===== config.mk =====
export PLATFORM = sky130hd
export DESIGN_NAME = wb_arbiter
export DESIGN_NICKNAME = d
export VERILOG_FILES = /design/src/wb_pkg.sv /design/src/wb_arbiter.sv
export SDC_FILE = /design/constraint.sdc
export NUM_CORES = 1
export LEC_CHECK = 0
export ABC_CLOCK_PERIOD_IN_PS = 1900
export BUFFER_PORTS_ARGS = -buffer_cell sky130_fd_sc_hd__buf_4
export CAP_MARGIN = 5
export CELL_PAD_IN_SITES_DETAIL_PLACEMENT = 1
export CELL_PAD_IN_SITES_GLOBAL_PLACEMENT = 1
export CORE_AREA = 2 2 122 124
export CTS_CLUSTER_DIAMETER = 120
export DETAILED_ROUTE_END_ITERATION = 6
export DIE_AREA = 0 0 124 126
export PLACE_DENSITY_LB_ADDON = 0.1
export SYNTH_ARGS = -nofsm -noshare
export SYNTH_HDL_FRONTEND = slang
export SYNTH_SLANG_ARGS = --single-unit

===== constraint.sdc =====
create_clock -name clk -period 1.9 [get_ports clk]
set_clock_uncertainty 0.15 [all_clocks]
set_input_delay 0 -clock clk [delete_from_list [all_inputs] [get_ports clk]]
set_output_delay 0 -clock clk [all_outputs]
set_load 0.02 [all_outputs]

===== src/wb_pkg.sv =====
/*
 * wishbone bus constants
 * data and byte-select widths and the number of requesters on the shared ram
 */
package wb_pkg;

   // ############################################################
   // bus widths
   // ############################################################

   // one ram word per beat
   localparam int WB_DW = 32;
   // one select per byte lane
   localparam int WB_SW = WB_DW / 8;

   // emesh ports sharing the memory
   localparam int N_PORTS = 2;

endpackage


===== src/wb_arbiter.sv =====
/*
 * wishbone classic arbiter
 * round-robin grant of N_PORTS masters onto one slave, held for the whole cycle
 */
module wb_arbiter
   import wb_pkg::*;
(
   input  logic                            clk,
   input  logic                            rst_n,
   // masters
   input  logic [N_PORTS-1:0]              m_cyc,
   input  logic [N_PORTS-1:0]              m_stb,
   input  logic [N_PORTS-1:0]              m_we,
   input  logic [N_PORTS-1:0][WB_DW-1:0]   m_adr,
   input  logic [N_PORTS-1:0][WB_DW-1:0]   m_dat_w,
   input  logic [N_PORTS-1:0][WB_SW-1:0]   m_sel,
   output logic [N_PORTS-1:0][WB_DW-1:0]   m_dat_r,
   output logic [N_PORTS-1:0]              m_ack,
   // slave
   output logic                            s_cyc,
   output logic                            s_stb,
   output logic                            s_we,
   output logic [WB_DW-1:0]                s_adr,
   output logic [WB_DW-1:0]                s_dat_w,
   output logic [WB_SW-1:0]                s_sel,
   input  logic [WB_DW-1:0]                s_dat_r,
   input  logic                            s_ack
);

   localparam int IW = (N_PORTS > 1) ? $clog2(N_PORTS) : 1;

   logic [IW-1:0] grant_q;
   logic [IW-1:0] grant;
   logic [IW-1:0] rr_ptr;
   logic [IW-1:0] cand;
   logic [IW-1:0] next_ptr;
   logic          found;

   // owner keeps the bus while its cyc is up
   // otherwise first requester from rr_ptr, combinationally
   always_comb
   begin
      grant = grant_q;
      cand  = grant_q;
      found = 1'b0;
      if (!m_cyc[grant_q])
      begin
         for (int i = 0; i < N_PORTS; i++)
         begin
            cand = IW'((int'(rr_ptr) + i) % N_PORTS);
            if (!found && m_cyc[cand])
            begin
               grant = cand;
               found = 1'b1;
            end
         end
      end
   end

   // priority moves past the current owner
   assign next_ptr = (grant == IW'(N_PORTS - 1)) ? '0 : grant + 1'b1;

   always_ff @(posedge clk or negedge rst_n)
   begin
      if (!rst_n)
      begin
         grant_q <= '0;
         rr_ptr  <= '0;
      end
      else if (m_cyc[grant])
      begin
         grant_q <= grant;
         rr_ptr  <= next_ptr;
      end
   end

   // ############################################################
   // forwarding
   // ############################################################

   assign s_cyc   = m_cyc[grant];
   assign s_stb   = m_stb[grant];
   assign s_we    = m_we[grant];
   assign s_adr   = m_adr[grant];
   assign s_dat_w = m_dat_w[grant];
   assign s_sel   = m_sel[grant];

   // ack and read data back to the owner only
   always_comb
   begin
      for (int i = 0; i < N_PORTS; i++)
      begin
         m_ack[i]   = s_ack && (grant == IW'(i));
         m_dat_r[i] = (grant == IW'(i)) ? s_dat_r : '0;
      end
   end

endmodule


# --- Word-level counts from Yosys, hierarchy flattened ---
# Cells that the tools add are included.
totals:
  regBits: 2
  in_bits: 177
  out_inout_bits: 137
  word_cells: 39
classes:
  add_sub_neg: 2
  n_lt_le_gt_ge: 4
  mux: 26
  n_bitwise: 1
  n_reduce_logical: 4
ops:
  columns: ["op", "count"]
  rows:
  - ["$mux 32", 6]
  - ["$mux 1", 18]
  - ["$lt 1x2->1 const B", 4]
  - ["$mux 4", 2]
  - ["$logic_and 1x1->1", 3]
  - ["$add 1x1->1 const B", 2]
  - ["$logic_not 1->1", 1]
  - ["$not 1->1", 1]

# --- Logic depth before layout (Yosys ltp) ---
logic_depth:
  word_depth: 10
  depth_mapped: 5
  mapped_depth_nobuf: 4

# --- Worst setup path before layout ---
# Ideal clock, no wire load.
synth_timing:
  path_kind: "reg2out"
  from: "register grant_q"
  to: "output s_adr[28]"
  t_arrival_ps: 1243
  required_ps: 1750
  slack_ps: 507
  stages_incl_launch_ff: 5
  path_buffers: 2
  path_cell_list: "dfrtp_1 -> o21ai_4 -> buf_6 -> buf_12 -> mux2_4"
synth_via:
  elab_chain_len: 5
  elab_cells_between_ends: 7
  cone_classes: "mux: 7"
synth_rtl:
  columns: ["item", "line_no", "rtl"]
  rows:
  - ["start: declaration", "wb_arbiter.sv:32", "logic [IW-1:0] grant_q;"]
  - ["start signal: assignment", "wb_arbiter.sv:72", "grant_q <= grant;"]
  - ["$mux 1 (on tied branches) (2 in a row)", "wb_arbiter.sv:51, wb_arbiter.sv:46", null]
  - ["$mux 1 *", "wb_arbiter.sv:46", "if (!m_cyc[grant_q])"]
  - ["$mux 32 (implied by the code) * (2 in a row)", "wb_arbiter.sv:84", "assign s_adr = m_adr[grant];"]
  - ["end: declaration", "wb_arbiter.sv:23", "output logic [WB_DW-1:0] s_adr,"]
# Every way passes the cells marked *; elsewhere a longest branch is shown, timed or not. The select of a mux whose other input is x is not followed.

# --- Worst setup path after layout ---
layout_timing:
  from: "register grant_q"
  to: "output s_dat_w[27]"
layout_via:
  elab_chain_len: 5
  elab_cells_between_ends: 7
  cone_classes: "mux: 7"
layout_rtl:
  columns: ["item", "line_no", "rtl"]
  rows:
  - ["$mux 1 (on tied branches) (2 in a row)", "wb_arbiter.sv:51, wb_arbiter.sv:46", null]
  - ["$mux 1 *", "wb_arbiter.sv:46", null]
  - ["$mux 32 (implied by the code) * (2 in a row)", "wb_arbiter.sv:85", "assign s_dat_w = m_dat_w[grant];"]
  - ["end: declaration", "wb_arbiter.sv:24", "output logic [WB_DW-1:0] s_dat_w,"]
# Marked as above.

==> metrics.txt <==
HP Class input port to output port; Yosys reg bits 1; relative slew slack roughly 69%; library cells used by synthesis 15; dpl hpwl roughly 8900 µm; status finished clean; share of cells above drive strength 1 between 80% and 90%; drt first pass iters 2; endpoints failing setup 0; Fin. Hold Viols 0; first-pass GRT wire length around 14,000 µm; GR Util All Layers between 10% and 20%; cell family with most CP delay buffers and inverters; worst-skew pair later-pin latency 0 ns; via count between 2k and 2.5k; biggest regs grant_q: 1 flops; Starting DRT DRC Count 46; Leak between 2 and 2.5 nW; Reg with most FFs grant_q; vias in the first global route around 2.5k; Peak VDD IR between 0.1 and 0.15 mV; Seq/Total Area, Yosys 1.62%; final period utilization about 87%; Resize count post-CTS 0; Final Instance Count excl. Fillers roughly 650; f_max approximately 600 MHz; maxcap violations 0; synthesized net count approximately 330; Critical Path End Type output port; Initial Util between 10% and 20%; placed cell areas approximately 4000 µm²; Final nets 642; fin crit period 1.66 ns; power density cells a little over 400 nW/µm²; worst setup path class flop to output port; Worst Max-Slew Pin Slew 0.461 ns; die outline height around 130 µm; DR DRC count 0; Routed WL per cell 15.5 µm; Port Buf Inserts between 300 and 400; crit path DAT ~1.5 ns; postcts setup bufs 0; Slowest cell on crit path dfrtp_1; drt total wl 10,000 µm; DIE WIDTH approximately 120 µm; core box area 14,300 µm²; fin area between 4000 and 5000 µm²; Placed Cells between 600 and 700; Congestion Overflow GR 0; fin. max-slew vios 0; synth warn 0; Layout fillers roughly 1.7k; Max stage delay on crit path 0.37 ns; Vias/cell about 3.7; ANT cells 0; WP data required 1.75 ns; Post-Synthesis Cells roughly 160; die area between 15,000 and 20,000 µm²; CP Launch Type flop; synth-to-layout area growth 165%; largest net degree at the start of global routing 35; unrepaired setup endpoints after global routing no; clk slew on worst S/H paths 0 ns; initial antenna violation count 0; Cell Chain, Critical Path o21ai_4, buf_12, mux2_4, buf_4; TNS Setup 0 ns; GPL Wtd Cong between 0.7 and 0.8; Syn Std Cell Area roughly 1500 µm²; final antenna-violating net count 0; Post-Route Utilization about 29%; max reg flops 1; # rows 44; crit path buf inv count 2; worst-path fanout max 29; Ports 314; Avg Inst Size Synth 9.88 µm²
-- through the flow --
step	power, mW	hold WS (ns)	setup WS (ns)
floorplan	0.911	-0.446	0.507
global placement	1.69	-0.374	0.234
detailed placement	1.69	-0.374	0.214
CTS	1.70	0.164	0.208
global route	1.77	0.175	0.132
finish	1.67	0.163	0.239
-- synth_stat cells --
library cell | count | area share (%)
buf_12 | 3 | 3.9
o21ai_4 | 1 | 1.1
and2_1 | 66 | 27
nand2b_1 | 1 | 0.41
clkbuf_2 | 3 | 0.97
buf_8 | 1 | 0.97
or2_2 | 1 | 0.41
buf_4 | 3 | 1.5
mux2_4 | 37 | 36
mux2_2 | 33 | 24
buf_6 | 1 | 0.73
inv_2 | 1 | 0.24
dfrtp_1 | 1 | 1.6
nor2b_2 | 1 | 0.57
clkbuf_1 | 3 | 0.73
-- layout by cell type (no fill, tap or decap) --
| master | n |
|---|---|
| buf_4 | 317 |
| and2_1 | 66 |
| mux2_4 | 37 |
| mux2_2 | 33 |
| buf_12 | 3 |
| nor2b_2 | 1 |
| nand2b_1 | 1 |
| o21ai_4 | 1 |
| inv_2 | 1 |
| or2_2 | 1 |
| dfrtp_1 | 1 |
| dlygate4sd3_1 | 1 |
-- where the power goes --
group          internal, mW  switching (mW)
clock network             0               0
registers            0.0242         0.00191
logic                 0.890           0.750
total                 0.915           0.752
-- path summary, 6_finish.rpt --
| kind | depth (start not counted) | slack (ns) | startpoint | endpoint |
|---|---|---|---|---|
| max in group asynchronous | 2 | 1.33 | rst_n | grant_q |
| hold reg to reg | 3 | 0.96 | grant_q | grant_q |
| setup / recovery | 4 | 0.24 | grant_q | s_dat_w[27] |
| setup reg to reg | 3 | 0.47 | grant_q | grant_q |
| min in group asynchronous | 2 | 0.19 | rst_n | grant_q |
| hold / removal | 3 | 0.16 | m_cyc[1] | s_cyc |
-- layout make-up --
cell class,count,area [µm²],share of cell area [%]
tap,184,230,5.63
sequential,1,25.0,0.612
inverter,1,3.75,0.0919
multi-input combinational,140,1380,33.7
timing repair buffer,321,2450,60.0
-- layer usage --
layer,track usage [%],routed length (µm),up-vias
li1,-,-,1138
met1,9.89,2830,1111
met3,2.81,1170,6
met4,0.991,106,0
met5,0,0,-
met2,25.0,5900,153
-- worst min-delay path, cell delays in order --
cell and delay (ns):
buf_4 0.08, or2_2 0.09, buf_4 0.13
-- cell families after synthesis --
family	synth area share (%)
simple gates	28.2
flops	1.62
buf+inv	9.01
compound gates	1.06
mux	60.1
-- repair_timing --
item / 4_1_cts / 5_1_grt
hold buffers: 1 / 0
setup endpoints to repair: 0 / 0
hold endpoints to repair: 1 / 0
No activity file was read; power rests on OpenSTA's default activity.
