[src/wb_pkg.sv]
/*
 * wishbone bus constants
 * data and byte-select widths and the number of requesters on the shared ram
 */
package wb_pkg;

   // ############################################################
   // bus widths
   // ############################################################

   // one ram word per beat
   localparam int WB_DW = 32;
   // one select per byte lane
   localparam int WB_SW = WB_DW / 8;

   // emesh ports sharing the memory
   localparam int N_PORTS = 2;

endpackage

[src/emesh_pkg.sv]
/*
 * emesh packet definitions
 * field layout of the 104-bit packet, datamode codes and the packet view type
 */
package emesh_pkg;

   // ############################################################
   // widths
   // ############################################################

   // address and data width of one emesh field
   localparam int AW = 32;
   // packet width carried on the ports
   localparam int PW = 104;
   // control field widths in the low byte
   localparam int DM_W = 2;
   localparam int CM_W = 5;

   // ############################################################
   // datamode codes
   // ############################################################

   localparam logic [DM_W-1:0] DM_BYTE   = 2'd0;
   localparam logic [DM_W-1:0] DM_HALF   = 2'd1;
   localparam logic [DM_W-1:0] DM_WORD   = 2'd2;
   localparam logic [DM_W-1:0] DM_DOUBLE = 2'd3;

   // ############################################################
   // packet views
   // ############################################################

   // low 40 bits identical in both views
   // upper two words are data/srcaddr, or data lo/hi for a double write
   typedef union packed
   {
      struct packed
      {
         logic [AW-1:0]   srcaddr;
         logic [AW-1:0]   data;
         logic [AW-1:0]   dstaddr;
         logic [CM_W-1:0] ctrlmode;
         logic [DM_W-1:0] datamode;
         logic            write;
      } single;
      struct packed
      {
         logic [AW-1:0]   data_hi;
         logic [AW-1:0]   data_lo;
         logic [AW-1:0]   dstaddr;
         logic [CM_W-1:0] ctrlmode;
         logic [DM_W-1:0] datamode;
         logic            write;
      } dbl;
   } emesh_packet_u;

endpackage
[src/emesh_mem_port.sv]
/*
 * emesh memory port
 * takes one packet, runs one or two wishbone beats and returns a read response
 */
module emesh_mem_port
   import emesh_pkg::*;
   import wb_pkg::*;
#(
   parameter int MEM_AW = 8
)
(
   input  logic             clk,
   input  logic             rst_n,
   // emesh request side
   input  logic             access_in,
   input  logic [PW-1:0]    packet_in,
   output logic             wait_out,
   // emesh response side
   output logic             access_out,
   output logic [PW-1:0]    packet_out,
   input  logic             wait_in,
   // wishbone master
   output logic             wb_cyc,
   output logic             wb_stb,
   output logic             wb_we,
   output logic [WB_DW-1:0] wb_adr,
   output logic [WB_DW-1:0] wb_dat_w,
   output logic [WB_SW-1:0] wb_sel,
   input  logic [WB_DW-1:0] wb_dat_r,
   input  logic             wb_ack
);

   // ############################################################
   // state and request register
   // ############################################################

   localparam logic [1:0] S_IDLE  = 2'd0;
   localparam logic [1:0] S_BEAT  = 2'd1;
   localparam logic [1:0] S_BEAT2 = 2'd2;
   localparam logic [1:0] S_RESP  = 2'd3;

   logic [1:0]        state;
   logic              stb_q;
   emesh_packet_u     req_q;
   logic [WB_DW-1:0]  rd_lo;
   logic [WB_DW-1:0]  rd_hi;
   logic              take;
   logic              is_dbl;
   logic              beat_hi;
   logic              beat_done;
   logic [1:0]        off;
   logic [MEM_AW-1:0] word_adr;
   logic [WB_DW-1:0]  rd_lane;
   logic [AW-1:0]     rsp_src;

   // one request in flight, busy from the cycle after acceptance
   assign wait_out   = (state != S_IDLE);
   assign access_out = (state == S_RESP);
   assign take       = access_in && !wait_out;

   assign is_dbl    = (req_q.single.datamode == DM_DOUBLE);
   assign beat_hi   = (state == S_BEAT2);
   assign beat_done = stb_q && wb_ack;
   // byte lane offset within the word
   assign off       = req_q.single.dstaddr[1:0];

   // word address, second beat at a+1 within the ram
   assign word_adr = req_q.single.dstaddr[MEM_AW+1:2] + MEM_AW'(beat_hi);

   // ############################################################
   // wishbone master outputs
   // ############################################################

   assign wb_cyc = stb_q;
   assign wb_stb = stb_q;
   assign wb_we  = req_q.single.write;
   assign wb_adr = WB_DW'(word_adr);

   // lane replication and selects from datamode
   always_comb
   begin
      case (req_q.single.datamode)
         DM_BYTE:
         begin
            wb_dat_w = {4{req_q.single.data[7:0]}};
            wb_sel   = WB_SW'(4'b0001) << off;
         end
         DM_HALF:
         begin
            wb_dat_w = {2{req_q.single.data[15:0]}};
            wb_sel   = WB_SW'(4'b0011) << {off[1], 1'b0};
         end
         DM_DOUBLE:
         begin
            // double write carries its high word in the srcaddr slot
            wb_dat_w = beat_hi ? req_q.dbl.data_hi : req_q.dbl.data_lo;
            wb_sel   = '1;
         end
         default:
         begin
            wb_dat_w = req_q.single.data;
            wb_sel   = '1;
         end
      endcase
   end

   // read lanes down to bit 0, zero-extended
   always_comb
   begin
      case (req_q.single.datamode)
         DM_BYTE: rd_lane = WB_DW'(wb_dat_r[{off, 3'b000} +: 8]);
         DM_HALF: rd_lane = WB_DW'(wb_dat_r[{off[1], 4'b0000} +: 16]);
         default: rd_lane = wb_dat_r;
      endcase
   end

   // ############################################################
   // control FSM
   // ############################################################

   always_ff @(posedge clk or negedge rst_n)
   begin
      if (!rst_n)
      begin
         state <= S_IDLE;
         stb_q <= 1'b0;
      end
      else
      begin
         case (state)
            S_IDLE:
               if (take)
               begin
                  // first beat issued right away
                  state <= S_BEAT;
                  stb_q <= 1'b1;
               end
            S_BEAT:
               if (beat_done)
               begin
                  stb_q <= 1'b0;
                  if (is_dbl)
                     state <= S_BEAT2;
                  else
                     state <= req_q.single.write ? S_IDLE : S_RESP;
               end
            S_BEAT2:
               // idle cycle after the first ack, then second beat
               if (!stb_q)
                  stb_q <= 1'b1;
               else if (wb_ack)
               begin
                  stb_q <= 1'b0;
                  state <= req_q.single.write ? S_IDLE : S_RESP;
               end
            default:
               // response held until the mesh takes it
               if (!wait_in)
                  state <= S_IDLE;
         endcase
      end
   end

   // request and read data capture
   always_ff @(posedge clk)
   begin
      if (take)
         req_q <= packet_in;
      if (beat_done && !wb_we)
      begin
         if (beat_hi)
            rd_hi <= wb_dat_r;
         else
            rd_lo <= rd_lane;
      end
   end

   // ############################################################
   // read response
   // ############################################################

   // addresses swapped, high word in srcaddr slot for doubles
   assign rsp_src = is_dbl ? rd_hi : req_q.single.dstaddr;

   emesh2packet #(
      .AW (AW),
      .PW (PW)
   ) pack_i (
      .write    (1'b1),
      .datamode (req_q.single.datamode),
      .ctrlmode (req_q.single.ctrlmode),
      .dstaddr  (req_q.single.srcaddr),
      .data     (rd_lo),
      .srcaddr  (rsp_src),
      .packet   (packet_out)
   );

endmodule

[src/emesh2packet.sv]
/*
 * emesh field packer
 * places write, datamode, ctrlmode and addresses into a 72 or 104 bit packet
 */
module emesh2packet
#(
   parameter int AW = 32,
   parameter int PW = 104
)
(
   input  logic          write,
   input  logic [1:0]    datamode,
   input  logic [4:0]    ctrlmode,
   input  logic [AW-1:0] dstaddr,
   input  logic [AW-1:0] data,
   input  logic [AW-1:0] srcaddr,
   output logic [PW-1:0] packet
);

   // control byte, common to every width
   assign packet[0]   = write;
   assign packet[2:1] = datamode;
   assign packet[7:3] = ctrlmode;

   generate
      if (PW == 104)
      begin : p104
         assign packet[39:8]   = dstaddr[31:0];
         assign packet[71:40]  = data[31:0];
         // return address, or high data word of a double
         assign packet[103:72] = srcaddr[31:0];
      end
      else if (PW == 72)
      begin : p72
         // no room for a source address here
         assign packet[39:8]  = dstaddr[31:0];
         assign packet[71:40] = data[31:0];
      end
      else
      begin : p_bad
         $error("emesh2packet: packet width %0d not supported", PW);
      end
   endgenerate

endmodule

[config.mk]
export PLATFORM = sky130hd
export DESIGN_NAME = emesh_mem_port
export DESIGN_NICKNAME = d
export VERILOG_FILES = /design/src/wb_pkg.sv /design/src/emesh_pkg.sv /design/src/emesh_mem_port.sv /design/src/emesh2packet.sv
export SDC_FILE = /design/constraint.sdc
export NUM_CORES = 1
export LEC_CHECK = 0
export ABC_AREA = 1
export ABC_CLOCK_PERIOD_IN_PS = 10000
export CORE_ASPECT_RATIO = 1.25
export CORE_MARGIN = 2
export CORE_UTILIZATION = 25
export CTS_CLUSTER_SIZE = 30
export DETAILED_ROUTE_END_ITERATION = 10
export DONT_BUFFER_PORTS = 1
export GPL_TIMING_DRIVEN = 0
export PLACE_DENSITY = 0.46
export SLEW_MARGIN = 0
export SYNTH_ARGS = -nofsm -noshare
export SYNTH_HDL_FRONTEND = slang
export SYNTH_SLANG_ARGS = --single-unit
[constraint.sdc]
create_clock -name clk -period 10 [get_ports clk]
set_clock_uncertainty 0.15 [all_clocks]
set_input_delay 1 -clock clk [delete_from_list [all_inputs] [get_ports clk]]
set_output_delay 1 -clock clk [all_outputs]
set_load 0.005 [all_outputs]
### Word level (Yosys, flattened, before mapping)

Index checks and enable logic that the tools add are counted.

| storage, ports and cells | value |
|---|---|
| register bits after elaboration | 171 |
| output and inout port bits | 177 |
| input port bits | 141 |

| operators by class | value |
|---|---|
| eq/ne operators | 10 |
| shift operators | 4 |
| $add $sub $neg | 1 |
| reduce and logical (&&, ||, !) cells | 13 |
| bitwise logic cells | 1 |
| mux-type cells | 18 |

Operators by type and width:

| operator | count |
|---|---|
| 32-bit one-hot mux with 3 select lines | 1 |
| 32-bit two-way mux | 2 |
| 32-bit one-hot mux with 2 select lines | 1 |
| 32-bit by 6-bit indexed part select with 16-bit output | 1 |
| 32-bit by 6-bit indexed part select with 8-bit output | 1 |
| 2-bit two-way mux | 7 |
| 8-bit by 1-bit adder with 8-bit output | 1 |
| 2-bit inequality test, second input constant | 4 |
| 4-bit one-hot mux with 2 select lines | 1 |
| 2-bit equality test, second input constant | 3 |
| 2-bit one-hot mux with 3 select lines | 1 |
| 5-bit AND reduction | 1 |
| 2-bit by 1-bit equality test with 1-bit output, second input constant | 2 |
| 2-bit logical NOT | 2 |
| 1-bit two-way mux | 4 |
| 4-bit by 1-bit inequality test with 1-bit output, second input constant | 1 |
| 2-bit AND reduction | 2 |
| 1-bit by 2-bit left shift with 4-bit output, first input constant | 1 |
| 2-bit by 2-bit left shift with 4-bit output, first input constant | 1 |
| 1-bit logical AND | 3 |
| 1-bit one-hot mux with 3 select lines | 1 |
| 3-bit AND reduction | 1 |
| 3-bit nonzero test | 1 |
| 1-bit logical NOT | 2 |
| 2 further kinds | 2 |

### Depth between registers and ports, before layout

| depth | value |
|---|---|
| depth after elaboration | 5 |
| gate-level depth with buffers | 8 |
| depth with buffers taken out | 7 |

### Hierarchy

A second synthesis with hierarchy kept.

| second synthesis, totals | value |
|---|---|
| cells, all modules | 792 |
| area total of the unflattened synthesis | 8264.2 µm² |

Modules (own cells, without submodules):

| module | area each (µm²) | cells an instance | seq. area each (µm²) | times used |
|---|---|---|---|---|
| emesh_mem_port | 7483.4 | 688 | 5119.9 | 1 |
| emesh2packet | 780.7 | 104 | 0.0 | 1 |

### Least setup slack after synthesis

OpenSTA, ideal clock, no wires.

| timing | value |
|---|---|
| path type | input -> register |
| start | input port access_in |
| end | register req_q[0] in the netlist's numbering (enable) |
| library setup time | 568 ps |
| path buffers | 0 |
| slack | 3913 ps |
| arrival time | 5369 ps |
| stages | 2 |
| cell sequence | inv_1 -> nor2_1 |

| on the way | value |
|---|---|
| word-level cells in the longest chain between the ends | 1 |

RTL lines:

| what | line | RTL |
|---|---|---|
| from (decl) | emesh_mem_port.sv:15 | `input logic access_in,` |
| 1-bit logical AND | emesh_mem_port.sv:59 | `assign take = access_in && !wait_out;` |
| named net take | emesh_mem_port.sv:47 | `logic take;` |
| to (signal assigned) | emesh_mem_port.sv:168 | `req_q <= packet_in;` |
| to (decl) | emesh_mem_port.sv:44 | `emesh_packet_u req_q;` |

The timed path passes the listed nets, and every way through them passes these cells.
A chain may end at the register's enable or synchronous reset.

### Final worst setup path

| timing | value |
|---|---|
| start | register req_q[1] in the netlist's numbering |
| end | output port packet_out[72] |

| on the way | value |
|---|---|
| word-level cells in the longest chain between the ends | 2 |

RTL lines:

| what | line | RTL |
|---|---|---|
| 2-bit equality test | emesh_mem_port.sv:61 | `assign is_dbl = (req_q.single.datamode == DM_DOUBLE);` |
| 32-bit two-way mux | emesh_mem_port.sv:183 | `assign rsp_src = is_dbl ? rd_hi : req_q.single.dstaddr;` |
| to (decl) | emesh_mem_port.sv:20 | `output logic [PW-1:0] packet_out,` |

No other way between the ends.

==> Flow_metrics.wiki <==
{| class="wikitable"
! Metric !! Value
|-
| Setup-violating endpoint count in the final report || 0
|-
| Run status || complete, no violations
|-
| Crit path time final || 3.20 ns
|-
| Combined area of all synthesized cells || 7780 um2
|-
| Flip-flop cell with the highest count after synthesis || edfxtp_1
|-
| Die outline width || approximately 160 um
|-
| Maximum resistive drop on vdd || slightly above 100 uV
|-
| GPL Wtd Cong || just over 0.7
|-
| Required time of the critical path || roughly 8.9 ns
|-
| Proportion of power drawn by combinational gates || 0.254
|-
| Buffer levels on the longest clock path || 2
|-
| Critical path startpoint || req_q[1]$_DFFE_PP_
|-
| Clock-pin slew reported for the worst setup and hold paths after clock tree synthesis || 0.07 ns
|-
| Final net count || 921
|-
| Worst-case setup slack after placement || 7.18 ns
|-
| Final Routed Wirelength || approximately 24000 um
|-
| Power density over the cells || roughly 240 nW/um2
|-
| Arr. time, crit path || roughly 2.1 ns
|-
| Proportion of power drawn by the clock network || 0.287
|-
| Family of cells with the greatest summed delay on the critical path || buffers and inverters
|-
| Total gr overflow || 0
|-
| Slowest stage cell on the critical path || o21ai_0
|-
| Type of origin of the critical path || flip-flop
|-
| Share of final-layout standard cells stronger than drive strength 1 || 0.181
|-
| Utilization after layout || 0.294
|-
| Post-synthesis async set-or-reset flop share || 0.0175
|-
| Pins over their slew limit || 0
|-
| # clock sinks || 171
|-
| Global-route usage over all layers || 0.148
|-
| Final HPWL from detailed placement || 19200 um
|-
| Height of the die || 201 um
|-
| Type of the worst min-delay path || primary input to asynchronous set/reset pin
|-
| Register-to-Register Setup Slack || 7.55 ns
|-
| Share of total power consumed by net switching || 0.332
|-
| Max-cap violations || 0
|-
| Total area of multi-input combinational cells || 1850 um2
|-
| Actual transition at the worst max-transition pin || 0.950 ns
|-
| CTS tree || yes
|-
| R2r worst-path depth || 7
|-
| Final count of hold timing violations || 0
|-
| Syn_area_per_cell || 10.7 um2
|-
| Initial core utilization || 0.253
|-
| Count of fill cells added during filler insertion || around 3200
|-
| Sequential fraction of the synthesis area || 0.658
|-
| Buf+Inv Stages, Crit Path || 3
|-
| Number of antenna violations at the first check in global routing || 2
|-
| Slowest Stage Delay on Critical Path || between 0.5 and 0.6 ns
|-
| Number of antenna-violating nets in the routed design || 0
|-
| Number of enable-type register cells in the synthesized netlist || between 150 and 200
|-
| Period utilization || 0.320
|-
| Worst-path maximum fanout || 10
|-
| Highest-count cells in the layout ignoring fill and taps || nand2_1 (223), edfxtp_1 (168), buf_4 (73)
|-
| Total instance count after detailed placement || around 1200
|-
| Area of the die || 32600 um2
|-
| Setup repair bufs after CTS || 0
|-
| Seq cells post-synth || 171
|-
| Switching power total || roughly 0.72 mW
|-
| Number of port buffers || 0
|-
| Layout overhead on the synthesized area || 16.4%
|-
| Average vias per placed instance || 4.23
|-
| Slew HR || 0.363
|-
| Final total negative setup slack || 0 ns
|-
| Via count of the first global-routing pass || ~5000
|-
| Category of the critical setup timing path || flip-flop to output port
|-
| Seq. cell area || 5120 um2
|-
| Num CTS Buffers || 17
|-
| Count of vias placed by the detailed router || 5072
|-
| DR iter-0 viols || roughly 270
|-
| Maximum clock frequency || ~310 MHz
|-
| Post-Synthesis Cells || between 700 and 800
|-
| Insertion delay of the later-clocked pin in the worst-skew pair || approximately 0.44 ns
|-
| WL per Instance || between 20 and 25 um
|-
| Most common cell after layout, fill and taps aside || nand2_1
|-
| Largest net degree at the start of global routing || 34
|-
| Number of placed I/O pins || ~320
|-
| Leak || between 3 and 4 nW
|-
| Worst path cell trace || buf_4 -> nand2_4 -> inv_2 -> buf_2 -> o21ai_0
|-
| Number of placement rows || 72
|-
| Type of element capturing the critical path || output port
|-
| Clock Tree Root || clkbuf_16
|-
| Post-layout instance count excluding filler cells || 1200
|-
| FF-to-FF Start || state[0]$_DFFE_PN0P_
|-
| Detailed-route DRC error count || 0
|-
| Synth warnings || 0
|-
| Placeable core region || slightly above 30000 um2
|-
| Wire length of the first global-routing pass || 34500 um
|-
| Number of distinct standard cells referenced by the synthesized netlist || 30
|-
| Setup repair after global routing missed its margin || no
|-
| Power share of the sequential group || 0.459
|-
| Hold-fix buffers, CTS || 0
|-
| Number of iterations in the first detailed-routing pass || 4
|-
| Post-CTS sizing || 0
|-
| Post-route worst setup slack || between 6 and 7 ns
|-
| Count of H-tree levels built during CTS || 4
|-
| Capture instance of the worst register-to-register path || rd_hi[29]$_DFFE_PP_
|-
| Internal power || ~1.5 mW
|}
Yosys cell counts (3+ instances only):
master	n	area [um2]
dfrtp_1	3	75.1
edfxtp_1	168	5040
nand3_1	64	320
xor2_1	3	26.3
inv_1	67	251
nand2_2	3	18.8
o21ai_1	5	25.0
o21ai_0	39	195
nor3_1	3	15.0
a21oi_1	16	80.1
nor2_1	25	93.8
buf_4	72	541
nand2_1	223	837
buf_2	15	75.1
logic make-up after synthesis:
logic type,share of synthesized area
and+or+nand+nor,0.176
DFF,0.658
buffers and inverters,0.117
AOI/OAI and AO/OA,0.0418
xor gates and xnor gates,0.00450
other,0.000965
adders and majority gates,0.00161
flip-flops by register name, summed over array words and instances (netlist names):
| name | cells |
|---|---|
| req_q | 104 |
| rd_hi | 32 |
| rd_lo | 32 |
| state | 2 |
| wb_cyc | 1 |
cell type report:
type | count | area share
Clock inverter | 13 | 0.0115
Tap cell | 407 | 0.0562
Buffer | 90 | 0.0708
Sequential cell | 171 | 0.565
Clock buffer | 19 | 0.0478
Antenna cell | 1 | 0.000276
Inverter | 71 | 0.0300
Multi-Input combinational cell | 419 | 0.205
Timing Repair Buffer | 9 | 0.0137
per-stage QoR:
stage / hold WS [ns] / power (mW) / cell area [um2]
after floorplan: 0.404 / 1.39 / 7870
after global routing: 0.0763 / 2.31 / 9060
final: 0.108 / 2.17 / 9060
after CTS: 0.0642 / 2.23 / 9060
after detailed placement: 0.463 / 1.59 / 8520
after global placement: 0.458 / 1.59 / 8380
routing by layer:
metal	vias up	wire [um]	GRT usage	share of wire
met5	-	12	0	0.00049
met4	2	315	0.0386	0.013
met3	19	2390	0.0674	0.098
met2	242	12500	0.260	0.51
met1	2379	9120	0.160	0.38
li1	2430	-	-	-
power groups by stage:
stage | combinational [mW] | sequential, mW | clock, mW
finish | 0.553 | 0.999 | 0.624
CTS | 0.574 | 1.00 | 0.653
global route | 0.623 | 1.01 | 0.671
global placement | 0.540 | 1.05 | 0
floorplan | 0.380 | 1.01 | 0
detailed placement | 0.572 | 1.02 | 0
worst max path at each step:
| stage | depth (start not counted) | endpoint |
|---|---|---|
| 2_1_floorplan | 2 | req_q[0]$_DFFE_PP_ |
| 3_3_place_gp | 2 | req_q[5]$_DFFE_PP_ |
| 3_5_place_dp | 4 | rd_hi[25]$_DFFE_PP_ |
| 4_1_cts | 5 | packet_out[72] |
| 5_1_grt | 5 | packet_out[72] |
| 6_report | 5 | packet_out[72] |
Power figures use the tool's default switching activity.
